[src/rank_pkg.sv]
// Shared definitions for the matrix rank engine
// Element and size widths, the operand bundle fed to the modular
// arithmetic units, the engine FSM encoding and the element store type

package rank_pkg;

  ////////////////////////////////////////////////////////////////////
  // Sizes
  ////////////////////////////////////////////////////////////////////

  // Element and modulus width
  localparam int DATA_SIZE = 16;

  // Largest row or column count
  localparam int MAX_DIM = 4;

  // Size, index and rank width, holds 0 to MAX_DIM
  localparam int DIM_SIZE = 3;

  ////////////////////////////////////////////////////////////////////
  // Types
  ////////////////////////////////////////////////////////////////////

  // Operand bundle for the adder and the multiplier
  typedef struct packed {
    logic [DATA_SIZE-1:0] modulo;
    logic [DATA_SIZE-1:0] a;
    logic [DATA_SIZE-1:0] b;
  } mod_operands_t;

  // Engine FSM states
  typedef enum logic [3:0] {
    ST_IDLE,
    ST_LOAD,
    ST_PIVOT,
    ST_SWAP,
    ST_FACTOR,
    ST_PROD1,
    ST_PROD2,
    ST_SUB,
    ST_STREAM,
    ST_DONE
  } rank_state_t;

  // Element store, indexed [row][column]
  typedef logic [MAX_DIM-1:0][MAX_DIM-1:0][DATA_SIZE-1:0] matrix_t;

endpackage

[src/mod_adder.sv]
// Modular adder and subtractor
// Forms a + b or a - b with one spare bit and folds the result back
// into [0, modulo). Result is registered, READY one cycle after START

`timescale 1ns/100ps

module mod_adder
  import rank_pkg::*;
(
  input  logic                 CLK,
  input  logic                 RST,
  input  logic                 START,
  input  logic                 OPERATION,
  input  mod_operands_t        OPERANDS,
  output logic                 READY,
  output logic [DATA_SIZE-1:0] DATA_OUT
);

  // Raw and corrected results, one bit wider than an element
  logic [DATA_SIZE:0] sum_raw;
  logic [DATA_SIZE:0] sum_fix;
  logic [DATA_SIZE:0] diff_raw;
  logic [DATA_SIZE:0] diff_fix;

  // Add path, subtract modulo once on overflow
  assign sum_raw = {1'b0, OPERANDS.a} + {1'b0, OPERANDS.b};
  assign sum_fix = (sum_raw >= {1'b0, OPERANDS.modulo}) ?
                   sum_raw - {1'b0, OPERANDS.modulo} : sum_raw;

  // Subtract path, top bit set means borrow
  assign diff_raw = {1'b0, OPERANDS.a} - {1'b0, OPERANDS.b};
  assign diff_fix = diff_raw[DATA_SIZE] ?
                    diff_raw + {1'b0, OPERANDS.modulo} : diff_raw;

  // Done strobe
  always_ff @(posedge CLK or posedge RST) begin
    if (RST) begin
      READY <= 1'b0;
    end else begin
      READY <= START;
    end
  end

  // Result register, 0 selects add
  always_ff @(posedge CLK) begin
    if (START) begin
      DATA_OUT <= OPERATION ? diff_fix[DATA_SIZE-1:0] : sum_fix[DATA_SIZE-1:0];
    end
  end

  // Caller must hand in reduced operands
  assert property (@(posedge CLK) disable iff (RST)
    START |-> (OPERANDS.a < OPERANDS.modulo) && (OPERANDS.b < OPERANDS.modulo));

endmodule

[src/mod_multiplier.sv]
// Interleaved modular multiplier
// Scans operand b from the top bit down, one bit per cycle. Each step
// doubles the accumulator mod m and adds a mod m when the bit is set.
// READY pulses DATA_SIZE + 1 cycles after START

`timescale 1ns/100ps

module mod_multiplier
  import rank_pkg::*;
(
  input  logic                 CLK,
  input  logic                 RST,
  input  logic                 START,
  input  mod_operands_t        OPERANDS,
  output logic                 READY,
  output logic [DATA_SIZE-1:0] DATA_OUT
);

  ////////////////////////////////////////////////////////////////////
  // Signals
  ////////////////////////////////////////////////////////////////////

  // Latched operands
  logic [DATA_SIZE-1:0] modulo;
  logic [DATA_SIZE-1:0] multiplicand;
  logic [DATA_SIZE-1:0] multiplier;

  // Step control
  logic                           busy;
  logic [$clog2(DATA_SIZE+1)-1:0] count;

  // One step of the accumulator, with a spare bit
  logic [DATA_SIZE:0] doubled;
  logic [DATA_SIZE:0] doubled_red;
  logic [DATA_SIZE:0] added;
  logic [DATA_SIZE:0] added_red;

  ////////////////////////////////////////////////////////////////////
  // Datapath
  ////////////////////////////////////////////////////////////////////

  // Double, then fold once since acc < m
  assign doubled     = {DATA_OUT, 1'b0};
  assign doubled_red = (doubled >= {1'b0, modulo}) ? doubled - {1'b0, modulo} : doubled;

  // Add a when the current top bit of b is set
  assign added     = doubled_red + (multiplier[DATA_SIZE-1] ? {1'b0, multiplicand} : '0);
  assign added_red = (added >= {1'b0, modulo}) ? added - {1'b0, modulo} : added;

  // Operand latch and accumulator, which is also the result
  always_ff @(posedge CLK) begin
    if (START) begin
      modulo       <= OPERANDS.modulo;
      multiplicand <= OPERANDS.a;
      multiplier   <= OPERANDS.b;
      DATA_OUT     <= '0;
    end else if (busy) begin
      DATA_OUT   <= added_red[DATA_SIZE-1:0];
      // Next bit of b moves to the top
      multiplier <= multiplier << 1;
    end
  end

  ////////////////////////////////////////////////////////////////////
  // Control
  ////////////////////////////////////////////////////////////////////

  always_ff @(posedge CLK or posedge RST) begin
    if (RST) begin
      busy  <= 1'b0;
      count <= '0;
      READY <= 1'b0;
    end else begin
      READY <= 1'b0;
      if (START) begin
        busy  <= 1'b1;
        count <= ($bits(count))'(DATA_SIZE);
      end else if (busy) begin
        count <= count - 1'b1;
        // Last bit of b processed on this edge
        if (count == 1) begin
          busy  <= 1'b0;
          READY <= 1'b1;
        end
      end
    end
  end

  // Engine waits for READY before issuing the next product
  assert property (@(posedge CLK) disable iff (RST) START |-> !busy);

endmodule

[src/matrix_rank.sv]
// Matrix rank engine over the integers modulo a prime
// Loads up to a 4x4 matrix row by row, reduces it to row-echelon form
// by fraction-free elimination, streams the reduced matrix back out
// and reports the rank. Uses one modular multiplier and one modular
// subtractor, so no modular inverse is needed

`timescale 1ns/100ps

module matrix_rank
  import rank_pkg::*;
(
  input  logic                 CLK,
  input  logic                 RST,
  input  logic                 START,
  input  logic [DATA_SIZE-1:0] MODULO_IN,
  input  logic [DIM_SIZE-1:0]  SIZE_I_IN,
  input  logic [DIM_SIZE-1:0]  SIZE_J_IN,
  input  logic [DATA_SIZE-1:0] DATA_IN,
  input  logic                 DATA_IN_I_ENABLE,
  input  logic                 DATA_IN_J_ENABLE,
  output logic                 READY,
  output logic [DATA_SIZE-1:0] DATA_OUT,
  output logic                 DATA_OUT_I_ENABLE,
  output logic                 DATA_OUT_J_ENABLE
);

  ////////////////////////////////////////////////////////////////////
  // Signals
  ////////////////////////////////////////////////////////////////////

  rank_state_t state;

  // Request, captured on START
  logic [DATA_SIZE-1:0] modulo;
  logic [DIM_SIZE-1:0]  size_i;
  logic [DIM_SIZE-1:0]  size_j;
  matrix_t              mat;

  // Load and stream position, column also walks the row update
  logic [DIM_SIZE-1:0] i;
  logic [DIM_SIZE-1:0] j;
  // Current rank, pivot column, search row, eliminated row
  logic [DIM_SIZE-1:0] r;
  logic [DIM_SIZE-1:0] c;
  logic [DIM_SIZE-1:0] p;
  logic [DIM_SIZE-1:0] k;

  // Latched a[k][c] and first product
  logic [DATA_SIZE-1:0] factor;
  logic [DATA_SIZE-1:0] prod;

  // Arithmetic unit links
  mod_operands_t        mul_ops;
  mod_operands_t        add_ops;
  logic                 mul_start;
  logic                 add_start;
  logic                 mul_ready;
  logic                 add_ready;
  logic [DATA_SIZE-1:0] mul_out;
  logic [DATA_SIZE-1:0] add_out;

  // Helpers
  logic [DIM_SIZE-1:0]  ld_i;
  logic [DIM_SIZE-1:0]  ld_j;
  logic [DIM_SIZE-1:0]  j_next;
  logic [DIM_SIZE-1:0]  last_row;
  logic [DIM_SIZE-1:0]  last_col;
  logic [DATA_SIZE-1:0] pivot_elem;
  logic [DATA_SIZE-1:0] row_elem;
  logic [DATA_SIZE-1:0] search_elem;

  // Array position from a size-wide index
  function automatic logic [$clog2(MAX_DIM)-1:0] idx(input logic [DIM_SIZE-1:0] v);
    return v[$clog2(MAX_DIM)-1:0];
  endfunction

  // Row index starts at all ones, so the first I enable wraps it to 0
  assign ld_i = DATA_IN_I_ENABLE ? i + DIM_SIZE'(1) : i;
  assign ld_j = DATA_IN_I_ENABLE ? '0 : j;

  assign j_next   = j + DIM_SIZE'(1);
  assign last_row = size_i - DIM_SIZE'(1);
  assign last_col = size_j - DIM_SIZE'(1);

  // Pivot a[r][c], candidate a[k][c], search a[p][c]
  assign pivot_elem  = mat[idx(r)][idx(c)];
  assign row_elem    = mat[idx(k)][idx(c)];
  assign search_elem = mat[idx(p)][idx(c)];

  ////////////////////////////////////////////////////////////////////
  // Element store and operand registers
  ////////////////////////////////////////////////////////////////////

  always_ff @(posedge CLK) begin
    case (state)
      ST_IDLE: begin
        if (START) begin
          modulo <= MODULO_IN;
        end
      end
      ST_LOAD: begin
        if (DATA_IN_J_ENABLE) begin
          mat[idx(ld_i)][idx(ld_j)] <= DATA_IN;
        end
      end
      // Swap rows p and r, no-op when equal
      ST_SWAP: begin
        mat[idx(p)] <= mat[idx(r)];
        mat[idx(r)] <= mat[idx(p)];
      end
      // First product a[r][c] * a[k][0]
      ST_FACTOR: begin
        if (k != size_i && row_elem != '0) begin
          factor  <= row_elem;
          mul_ops <= '{modulo, pivot_elem, mat[idx(k)][0]};
        end
      end
      // Second product f * a[r][j]
      ST_PROD1: begin
        if (mul_ready) begin
          prod    <= mul_out;
          mul_ops <= '{modulo, factor, mat[idx(r)][idx(j)]};
        end
      end
      ST_PROD2: begin
        if (mul_ready) begin
          add_ops <= '{modulo, prod, mul_out};
        end
      end
      // Write back, then queue the next column
      ST_SUB: begin
        if (add_ready) begin
          mat[idx(k)][idx(j)] <= add_out;
          if (j != last_col) begin
            mul_ops <= '{modulo, pivot_elem, mat[idx(k)][idx(j_next)]};
          end
        end
      end
      default: begin
      end
    endcase
  end

  ////////////////////////////////////////////////////////////////////
  // FSM
  ////////////////////////////////////////////////////////////////////

  always_ff @(posedge CLK or posedge RST) begin
    if (RST) begin
      state             <= ST_IDLE;
      size_i            <= '0;
      size_j            <= '0;
      i                 <= '0;
      j                 <= '0;
      r                 <= '0;
      c                 <= '0;
      p                 <= '0;
      k                 <= '0;
      mul_start         <= 1'b0;
      add_start         <= 1'b0;
      READY             <= 1'b0;
      DATA_OUT          <= '0;
      DATA_OUT_I_ENABLE <= 1'b0;
      DATA_OUT_J_ENABLE <= 1'b0;
    end else begin
      // Pulses default low
      mul_start         <= 1'b0;
      add_start         <= 1'b0;
      READY             <= 1'b0;
      DATA_OUT_I_ENABLE <= 1'b0;
      DATA_OUT_J_ENABLE <= 1'b0;

      case (state)
        ST_IDLE: begin
          if (START) begin
            size_i <= SIZE_I_IN;
            size_j <= SIZE_J_IN;
            i      <= '1;
            j      <= '0;
            r      <= '0;
            c      <= '0;
            p      <= '0;
            state  <= ST_LOAD;
          end
        end

        ST_LOAD: begin
          if (DATA_IN_J_ENABLE) begin
            i <= ld_i;
            j <= ld_j + DIM_SIZE'(1);
            if (ld_i == last_row && ld_j == last_col) begin
              state <= ST_PIVOT;
            end
          end
        end

        // One candidate row per cycle
        ST_PIVOT: begin
          if (c == size_j || r == size_i) begin
            i     <= '0;
            j     <= '0;
            state <= ST_STREAM;
          end else if (search_elem != '0) begin
            state <= ST_SWAP;
          end else if (p == last_row) begin
            // No pivot in this column
            c <= c + DIM_SIZE'(1);
            p <= r;
          end else begin
            p <= p + DIM_SIZE'(1);
          end
        end

        ST_SWAP: begin
          k     <= r + DIM_SIZE'(1);
          state <= ST_FACTOR;
        end

        ST_FACTOR: begin
          if (k == size_i) begin
            // All rows below cleared, next pivot
            r     <= r + DIM_SIZE'(1);
            c     <= c + DIM_SIZE'(1);
            p     <= r + DIM_SIZE'(1);
            state <= ST_PIVOT;
          end else if (row_elem != '0) begin
            j         <= '0;
            mul_start <= 1'b1;
            state     <= ST_PROD1;
          end else begin
            // Already zero in this column
            k <= k + DIM_SIZE'(1);
          end
        end

        ST_PROD1: begin
          if (mul_ready) begin
            mul_start <= 1'b1;
            state     <= ST_PROD2;
          end
        end

        ST_PROD2: begin
          if (mul_ready) begin
            add_start <= 1'b1;
            state     <= ST_SUB;
          end
        end

        ST_SUB: begin
          if (add_ready) begin
            if (j == last_col) begin
              k     <= k + DIM_SIZE'(1);
              state <= ST_FACTOR;
            end else begin
              j         <= j_next;
              mul_start <= 1'b1;
              state     <= ST_PROD1;
            end
          end
        end

        // Row-major, one element per cycle
        ST_STREAM: begin
          DATA_OUT          <= mat[idx(i)][idx(j)];
          DATA_OUT_J_ENABLE <= 1'b1;
          DATA_OUT_I_ENABLE <= (j == '0);
          if (j == last_col) begin
            j <= '0;
            if (i == last_row) begin
              state <= ST_DONE;
            end else begin
              i <= i + DIM_SIZE'(1);
            end
          end else begin
            j <= j_next;
          end
        end

        // Rank reported with READY
        ST_DONE: begin
          READY    <= 1'b1;
          DATA_OUT <= {{(DATA_SIZE-DIM_SIZE){1'b0}}, r};
          state    <= ST_IDLE;
        end

        default: begin
          state <= ST_IDLE;
        end
      endcase
    end
  end

  ////////////////////////////////////////////////////////////////////
  // Arithmetic units
  ////////////////////////////////////////////////////////////////////

  // Always subtracts, a[r][c]*a[k][j] - f*a[r][j]
  mod_adder u_adder (
    .CLK       (CLK),
    .RST       (RST),
    .START     (add_start),
    .OPERATION (1'b1),
    .OPERANDS  (add_ops),
    .READY     (add_ready),
    .DATA_OUT  (add_out)
  );

  mod_multiplier u_multiplier (
    .CLK      (CLK),
    .RST      (RST),
    .START    (mul_start),
    .OPERANDS (mul_ops),
    .READY    (mul_ready),
    .DATA_OUT (mul_out)
  );

  // Sizes taken on START stay within the store
  assert property (@(posedge CLK) disable iff (RST)
    (state == ST_IDLE && START) |=>
      (size_i != '0 && size_i <= MAX_DIM && size_j != '0 && size_j <= MAX_DIM));

  // End marker is a single pulse
  assert property (@(posedge CLK) disable iff (RST) READY |=> !READY);

endmodule

[config.mk]
export PLATFORM = sky130hd
export DESIGN_NAME = matrix_rank
export DESIGN_NICKNAME = d
export VERILOG_FILES = /design/src/rank_pkg.sv /design/src/mod_adder.sv /design/src/mod_multiplier.sv /design/src/matrix_rank.sv
export SDC_FILE = /design/constraint.sdc
export NUM_CORES = 2
export LEC_CHECK = 0
export BUFFER_PORTS_ARGS = -buffer_cell sky130_fd_sc_hd__buf_2
export CAP_MARGIN = 20
export CORE_MARGIN = 4
export CORE_UTILIZATION = 43
export DETAILED_ROUTE_END_ITERATION = 7
export MAX_ROUTING_LAYER = met4
export PLACE_DENSITY_LB_ADDON = 0.3
export SLEW_MARGIN = 20
export SYNTH_ARGS = -nofsm -noshare
export SYNTH_HDL_FRONTEND = slang
export SYNTH_SLANG_ARGS = --single-unit
export TNS_END_PERCENT = 30
[constraint.sdc]
create_clock -name CLK -period 13.4 [get_ports CLK]
set_input_delay 0.67 -clock CLK [delete_from_list [all_inputs] [get_ports CLK]]
set_output_delay 0.67 -clock CLK [all_outputs]
set_load 0.005 [all_outputs]
Yosys cells after proc, flatten, opt, wreduce, memory -nomap -nowiden
Cells that the tools add are included.
{ "word_totals": {"inputBits": 43, "register_bits": 537} }
{ "op_classes": {"n_reduce_logical": 35, "n_eq_ne": 43, "addsub": 15, "mux": 115, "magnitude_cmp": 17} }
{ "op_table": {"columns": ["operator", "count"], "rows": [
  ["$bwmux W256", 4],
  ["$pmux W256 S3", 1],
  ["$bmux W64 S2", 4],
  ["$demux W64 S2", 4],
  ["$mux W256", 2],
  ["$mux W64", 8],
  ["$mux W16", 13],
  ["$bmux W16 S2", 6],
  ["$mux W48", 4],
  ["$pmux W48 S3", 1],
  ["$mux W3", 26],
  ["$demux W16 S2", 2],
  ["$mux W4", 12],
  ["$ne A2 B2 Y1 const B", 18],
  ["$pmux W4 S9", 1],
  ["$ge A17 B16 Y1", 2],
  ["$pmux W16 S2", 1],
  ["$reduce_bool A16 Y1", 2],
  ["$lt A2 B3 Y1 const B", 9],
  ["$pmux W3 S3", 3],
  ["$eq A3 B3 Y1", 8],
  ["$add A3 B1 Y3 const B", 7],
  ["$pmux W3 S6", 1],
  ["$add A17 B16 Y17", 1],
  ["other kinds (35)", 85]
]} }

Logic depth before layout (Yosys ltp)
{ "logic_depth": {"word_depth": 10, "ltp_mapped": 32, "ltp_nobuf": 27} }

By module
From an unflattened synthesis, not the netlist that was laid out.
{ "unflattened": {"hier_cells": 4232, "hier_area_um2": 45090.7} }
{ "by_module_without_submodules": {"columns": ["mod", "cells_each", "n_inst", "area_each_um2", "seq_area_each_um2"], "rows": [
  ["matrix_rank", 3174, 1, 35779.3, 13237.7],
  ["mod_multiplier", 538, 1, 5235.0, 1936.9],
  ["mod_adder", 520, 1, 4076.4, 505.5]
]} }

Worst setup path after synthesis
No wires, ideal clock.
{ "synth_path": {"path_kind": "register -> register", "startpoint": "reg u_multiplier.modulo[10]", "endpoint": "reg u_multiplier.DATA_OUT[13]", "arrival_time_ps": 6019, "setup_slack_ps": 7260, "path_stages_with_launch": 32, "cell_sequence": "edfxtp_1 -> inv_1 -> ha_1 -> clkbuf_1 -> a21o_1 -> a21oi_1 -> or3b_1 -> a311oi_1 -> or2_1 -> buf_2 -> clkbuf_1 -> clkbuf_1 -> nor2_1 -> ha_1 -> inv_1 -> fa_1 -> nand3b_1 -> a31oi_1 -> o221a_2 -> a221o_1 -> a21o_1 -> a21oi_1 -> xnor2_1 -> ha_1 -> nand4_1 -> nor3_1 -> a21oi_1 -> nor3b_1 -> mux2i_2 -> clkbuf_1 -> o221ai_1 -> o311a_1"} }
{ "synth_via": {"elab_chain_cells": 5, "elab_cells_between_ends": 7} }
{ "synth_rtl": {"columns": ["element", "line", "text"], "rows": [
  ["from (decl)", "mod_multiplier.sv:24", "logic [DATA_SIZE-1:0] modulo;"],
  ["from (signal assigned)", "mod_multiplier.sv:53", "modulo <= OPERANDS.modulo;"],
  ["$sub A17 B16 Y17 / $ge A17 B16 Y1 (equally long branches)", "mod_multiplier.sv:44", "assign doubled_red = (doubled >= {1'b0, modulo}) ? doubled - {1'b0, modulo} : doubled;"],
  ["$mux W17", "mod_multiplier.sv:44", null],
  ["$add A17 B16 Y17", "mod_multiplier.sv:47", "assign added = doubled_red + (multiplier[DATA_SIZE-1] ? {1'b0, multiplicand} : '0);"],
  ["$sub A16 B16 Y16 / $ge A17 B16 Y1 (equally long branches)", "mod_multiplier.sv:48", "assign added_red = (added >= {1'b0, modulo}) ? added - {1'b0, modulo} : added;"],
  ["$mux W16 (*)", "mod_multiplier.sv:48", null],
  ["to (signal assigned)", "mod_multiplier.sv:58", "DATA_OUT <= added_red[DATA_SIZE-1:0];"],
  ["to (decl)", "mod_multiplier.sv:16", "output logic [DATA_SIZE-1:0] DATA_OUT"]
]} }
Mark *: on every way between the ends. The rest lies on a longest branch, timed or not.
A chain may end at the register's enable or synchronous reset.

Worst setup path after layout
{ "layout_path": {"startpoint": "reg u_multiplier.modulo[14]", "endpoint": "reg u_multiplier.DATA_OUT[13]"} }
{ "layout_via": {"elab_chain_cells": 5, "elab_cells_between_ends": 7} }
{ "layout_rtl": {"columns": ["element", "line"], "rows": [
  ["$sub A17 B16 Y17 / $ge A17 B16 Y1 (equally long branches)", "mod_multiplier.sv:44"],
  ["$mux W17", "mod_multiplier.sv:44"],
  ["$add A17 B16 Y17", "mod_multiplier.sv:47"],
  ["$ge A17 B16 Y1 / $sub A16 B16 Y16 (equally long branches)", "mod_multiplier.sv:48"],
  ["$mux W16 (*)", "mod_multiplier.sv:48"]
]} }
Marked as above.

==> results.md <==
- The later pin in the worst-skew pair is clocked with a latency of 660 ps.
- The number of ports placed on the die boundary is 62.
- After detailed routing, the total wire length is 178,000 um.
- The share of async-settable or async-resettable flops after synthesis is about a tenth.
- nand2_1 is the most common cell in the netlist.
- The capturing element type of the critical path is a flop.
- The clock group share of total power is 14.3%.
- The average instance in the mapped netlist occupies 10.9 um^2.
- The via count of the first global-routing pass is 34,700.
- The internal portion of the total power is 6490 uW.
- The H-tree was split into 3 levels.
- Of all nets on the critical path, the largest fanout is 9.
- The transition time of the tightest slew-check pin is 1330 ps.
- The total global-route track usage is 34.4%.
- Walking the worst path, the cells encountered are inv_1 -> ha_1 -> a21oi_1 -> o2111ai_1 -> or3b_1 -> a311oi_1 -> or2_1 -> mux2_2 -> ha_1 -> a21o_1 -> a211oi_1 -> o21ai_0 -> a31oi_1 -> o21bai_1 -> xor2_1 -> ha_1 -> a21oi_1 -> nand2_1 -> o21a_1 -> a22o_1 -> o21a_1 -> o21ai_0 -> nand3_1 -> o311a_1.
- The HPWL after detailed placement is approximately 110,000 um.
- Of the total power, the share spent switching nets is 49.5%.
- The buffers inserted during post-CTS setup optimization is 0.
- The total area inside the core boundary comes to 0.0987 mm^2.
- The worst min-delay path startpoint is MODULO_IN[14].
- The largest single stage delay on the critical path is 530 ps.
- The share of the clock period used by the worst path is 52.8%.
- Broken down by cell family, the worst path's largest delay share belongs to compound AO/OA/AOI/OAI gates.
- Once detail routing completed, the nets flagged for antenna violations numbered 0.
- The critical register-to-register path endpoint is u_multiplier.DATA_OUT[13].
- The data arrival time at the worst-slack endpoint is 7600 ps.
- The synthesized design contains 464 enable-type register cells.
- The pin count of the biggest net entering global routing is 200.
- Across all hold checks on the routed design, the worst slack comes to 211 ps.
- After detailed routing, the number of remaining DRC violations is 0.
- For the finished layout, the period the worst path requires is 7080 ps.
- Gates resized during post-CTS repair numbered 0.
- In this run the power density over the cells is 276 mW/mm^2.
- In this run, flip-flops and latches consume ~23% of the power.
- The number of warning messages in the yosys log is 0.
- The critical path crosses 24 cells after its start point.
- The setup skew after layout is roughly 37 ps.
- Across the run, the number of max-cap violations was 0.
- Setup repair after global routing left no endpoint under its margin.
- The top cell type by area accounts for 32.5% of the synthesized area.
- The root cell of the clock tree is clkbuf_16.
- The ratio of routed vias to standard cells is 7.28.
- The number of cells on the worst reg-to-reg path is 24.
- Of the cells placed in the final design, the portion with a size suffix greater than 1 is 18.1%.
- The first global-routing pass estimated 254,000 um of wire.
- In this run the register-to-register setup slack is 6320 ps.
- Yosys attributes the largest share of cell area to edfxtp_1, mux4_2, mux2i_1.
- The starting density of the core is 43.4%.
- The clock tree from TritonCTS is yes.
- The standby leakage power is 0.0174 uW.
- The pre-antenna-repair detailed-routing pass consisted of 7 iterations.
- The synthesized netlist net count is 4,084.
- The main flop type after synthesis is edfxtp_1.
- The flow ran to the end, and the final reports show no timing, DRC or antenna violations.
- The buffer levels on the longest clock path is 3.
- The commonest cells after synthesis are nand2_1, mux2i_1, edfxtp_1.
- Setup violations remaining at the end of the flow were counted as 0.
- The top achievable clock speed is 141 MHz.
- The gate count after technology mapping is slightly below 4,000.
- Counting both buffers and inverters, the worst setup path holds a total of 1.
- The combinational power share is between 60% and 70%.
- The clock net in this run drives a total of 537 sinks.
- The setup path with the least slack is of type flop to flop.
- The share of synthesized area occupied by flip-flops and latches is 36.6%.
- Summed over all failing endpoints, the final setup total negative slack is 0 ps.
- The worst setup path is launched from a flop.
- The peak ir drop on the vdd network is between 0.0002 and 0.0003 V.
- The detailed router finished its first iteration with ~6,100 violations.
- For this run, the post-layout net count is 3,968.
- The standard cell with the maximum stage delay on the critical path is nand3_1.
- Clock tree synthesis inserted a total of 66 buffers.
- The layout-stage area growth over the synthesis result is 8.73%.
- The number of register bits inferred by synthesis is 537.
- Port buffering added slightly above 60 buffers.
- Measured on the finished design, the core utilization comes to 47.2%.
- The final-report max-slew violation count is 0.
- The path class of the lowest-slack min-delay path is input port to flop.
- After clock tree synthesis, the clock-pin slew on the worst setup and hold paths is 70 ps.
- The global route total overflow is 0.
- In this run the tightest slew margin relative to its limit is 10.7%.
- The worst register-to-register path begins at u_multiplier.modulo[14].
- Tracing the worst setup path back leads to its startpoint at u_multiplier.modulo[14].
- The initialized floorplan defines 115 standard-cell rows.
- The synthesized area is 0.0429 mm^2.
- The final weighted congestion of routability-driven global placement is 0.992.
- The hold violation count in the final report is 0.
- Synthesis instantiated 80 different standard cells from the library.
- The switching power of the nets is 6360 uW.
- The horizontal die dimension is 324 um.
- Counting stages on the worst path, the most repeated cell is ha_1.
- The die area is between 0.1 and 0.15 mm^2.
- The post-detailed-route wirelength per cell is roughly 35 um.
- The via count is around 38,000.
- The hold buffer count at CTS is 0.
- In this run the worst setup path terminates at u_multiplier.DATA_OUT[13].
- The initial antenna violation count is 17.
- The library cell with the largest summed area after synthesis is edfxtp_1.
- For the worst setup path, the data required time is 13,920 ps.
- The height of the chip is 324 um.
## logic make-up (layout without fill, tap and decap cells)
family                     after synthesis  after routing  share of synthesized area (%)
buffers and inverters                  426            360                           3.93
DFF                                    537            537                           36.6
and+or+nand+nor                        970            970                           9.98
other                                    0             20                              0
adders and majority gates              111            111                           3.33
muxes                                  850            850                           29.2
xor gates and xnor gates                95             95                           1.96
AOI/OAI and AO/OA                      941            941                           15.0
## layer usage
| layer | GRT usage, % | vias up | wire (um) |
|---|---|---|---|
| met2 | 45.5 | 3140 | 72000 |
| li1 | - | 15200 | - |
| met5 | - | - | 0 |
| met1 | 43.6 | 18500 | 65600 |
| met3 | 15.8 | 722 | 29300 |
| met4 | 18.3 | 0 | 11500 |
## per-stage QoR
step / total power, uW / instances / setup slack [ps] / instance area, um^2
4_1_cts: 12500 / 5150 / 6400 / 46500
3_5_place_dp: 10700 / 5032 / 6440 / 44400
5_1_grt: 13400 / 5167 / 5770 / 46600
3_3_place_gp: 10600 / 5032 / 6450 / 44400
2_1_floorplan: 8130 / 3930 / 7260 / 42900
6_report: 12800 / 5171 / 6320 / 46600
## final cells by class
| cell class | instances | area (um^2) |
|---|---|---|
| fillers | 8936 | 52100 |
| multi-input cells | 2967 | 25800 |
| flip-flops and latches | 537 | 15700 |
| clock buffers | 84 | 1790 |
| well taps | 1287 | 1610 |
| repair buffers | 155 | 1040 |
| inverters | 87 | 327 |
| clock inverters | 34 | 308 |
| diodes | 20 | 50.0 |
## how the worst min path moves through the flow
stage / cells past startpoint / slack, ps / to
3_3_place_gp: 0 / 400 / u_multiplier.multiplicand[1]
5_1_grt: 1 / 200 / modulo[14]
3_5_place_dp: 0 / 400 / u_multiplier.modulo[1]
6_report: 1 / 210 / modulo[14]
2_1_floorplan: 0 / 400 / add_ops[16]
4_1_cts: 1 / 180 / modulo[6]
## layout by cell type, fill, tap and decap left out, types with 89 or more instances in the layout
master    synthesis  layout
o21ai_0         247     246
nor2b_1          89      89
mux4_2          315     315
ha_1            106      98
nand2_1         610     607
nor2_1           93      89
a211oi_1         92      92
edfxtp_1        464     464
mux2i_1         466     466
o221ai_1        257     257
a21oi_1         158     141
buf_4             7      92
## power groups by stage
stage               sequential, uW  combinational [uW]  clock [uW]
CTS                           2870                7790        1840
floorplan                     2620                5510           0
global route                  2930                8530        1900
detailed placement            2900                7760           0
finish                        2890                8130        1830
global placement              2880                7710           0
Note: power is estimated with default switching activity, not from simulation.
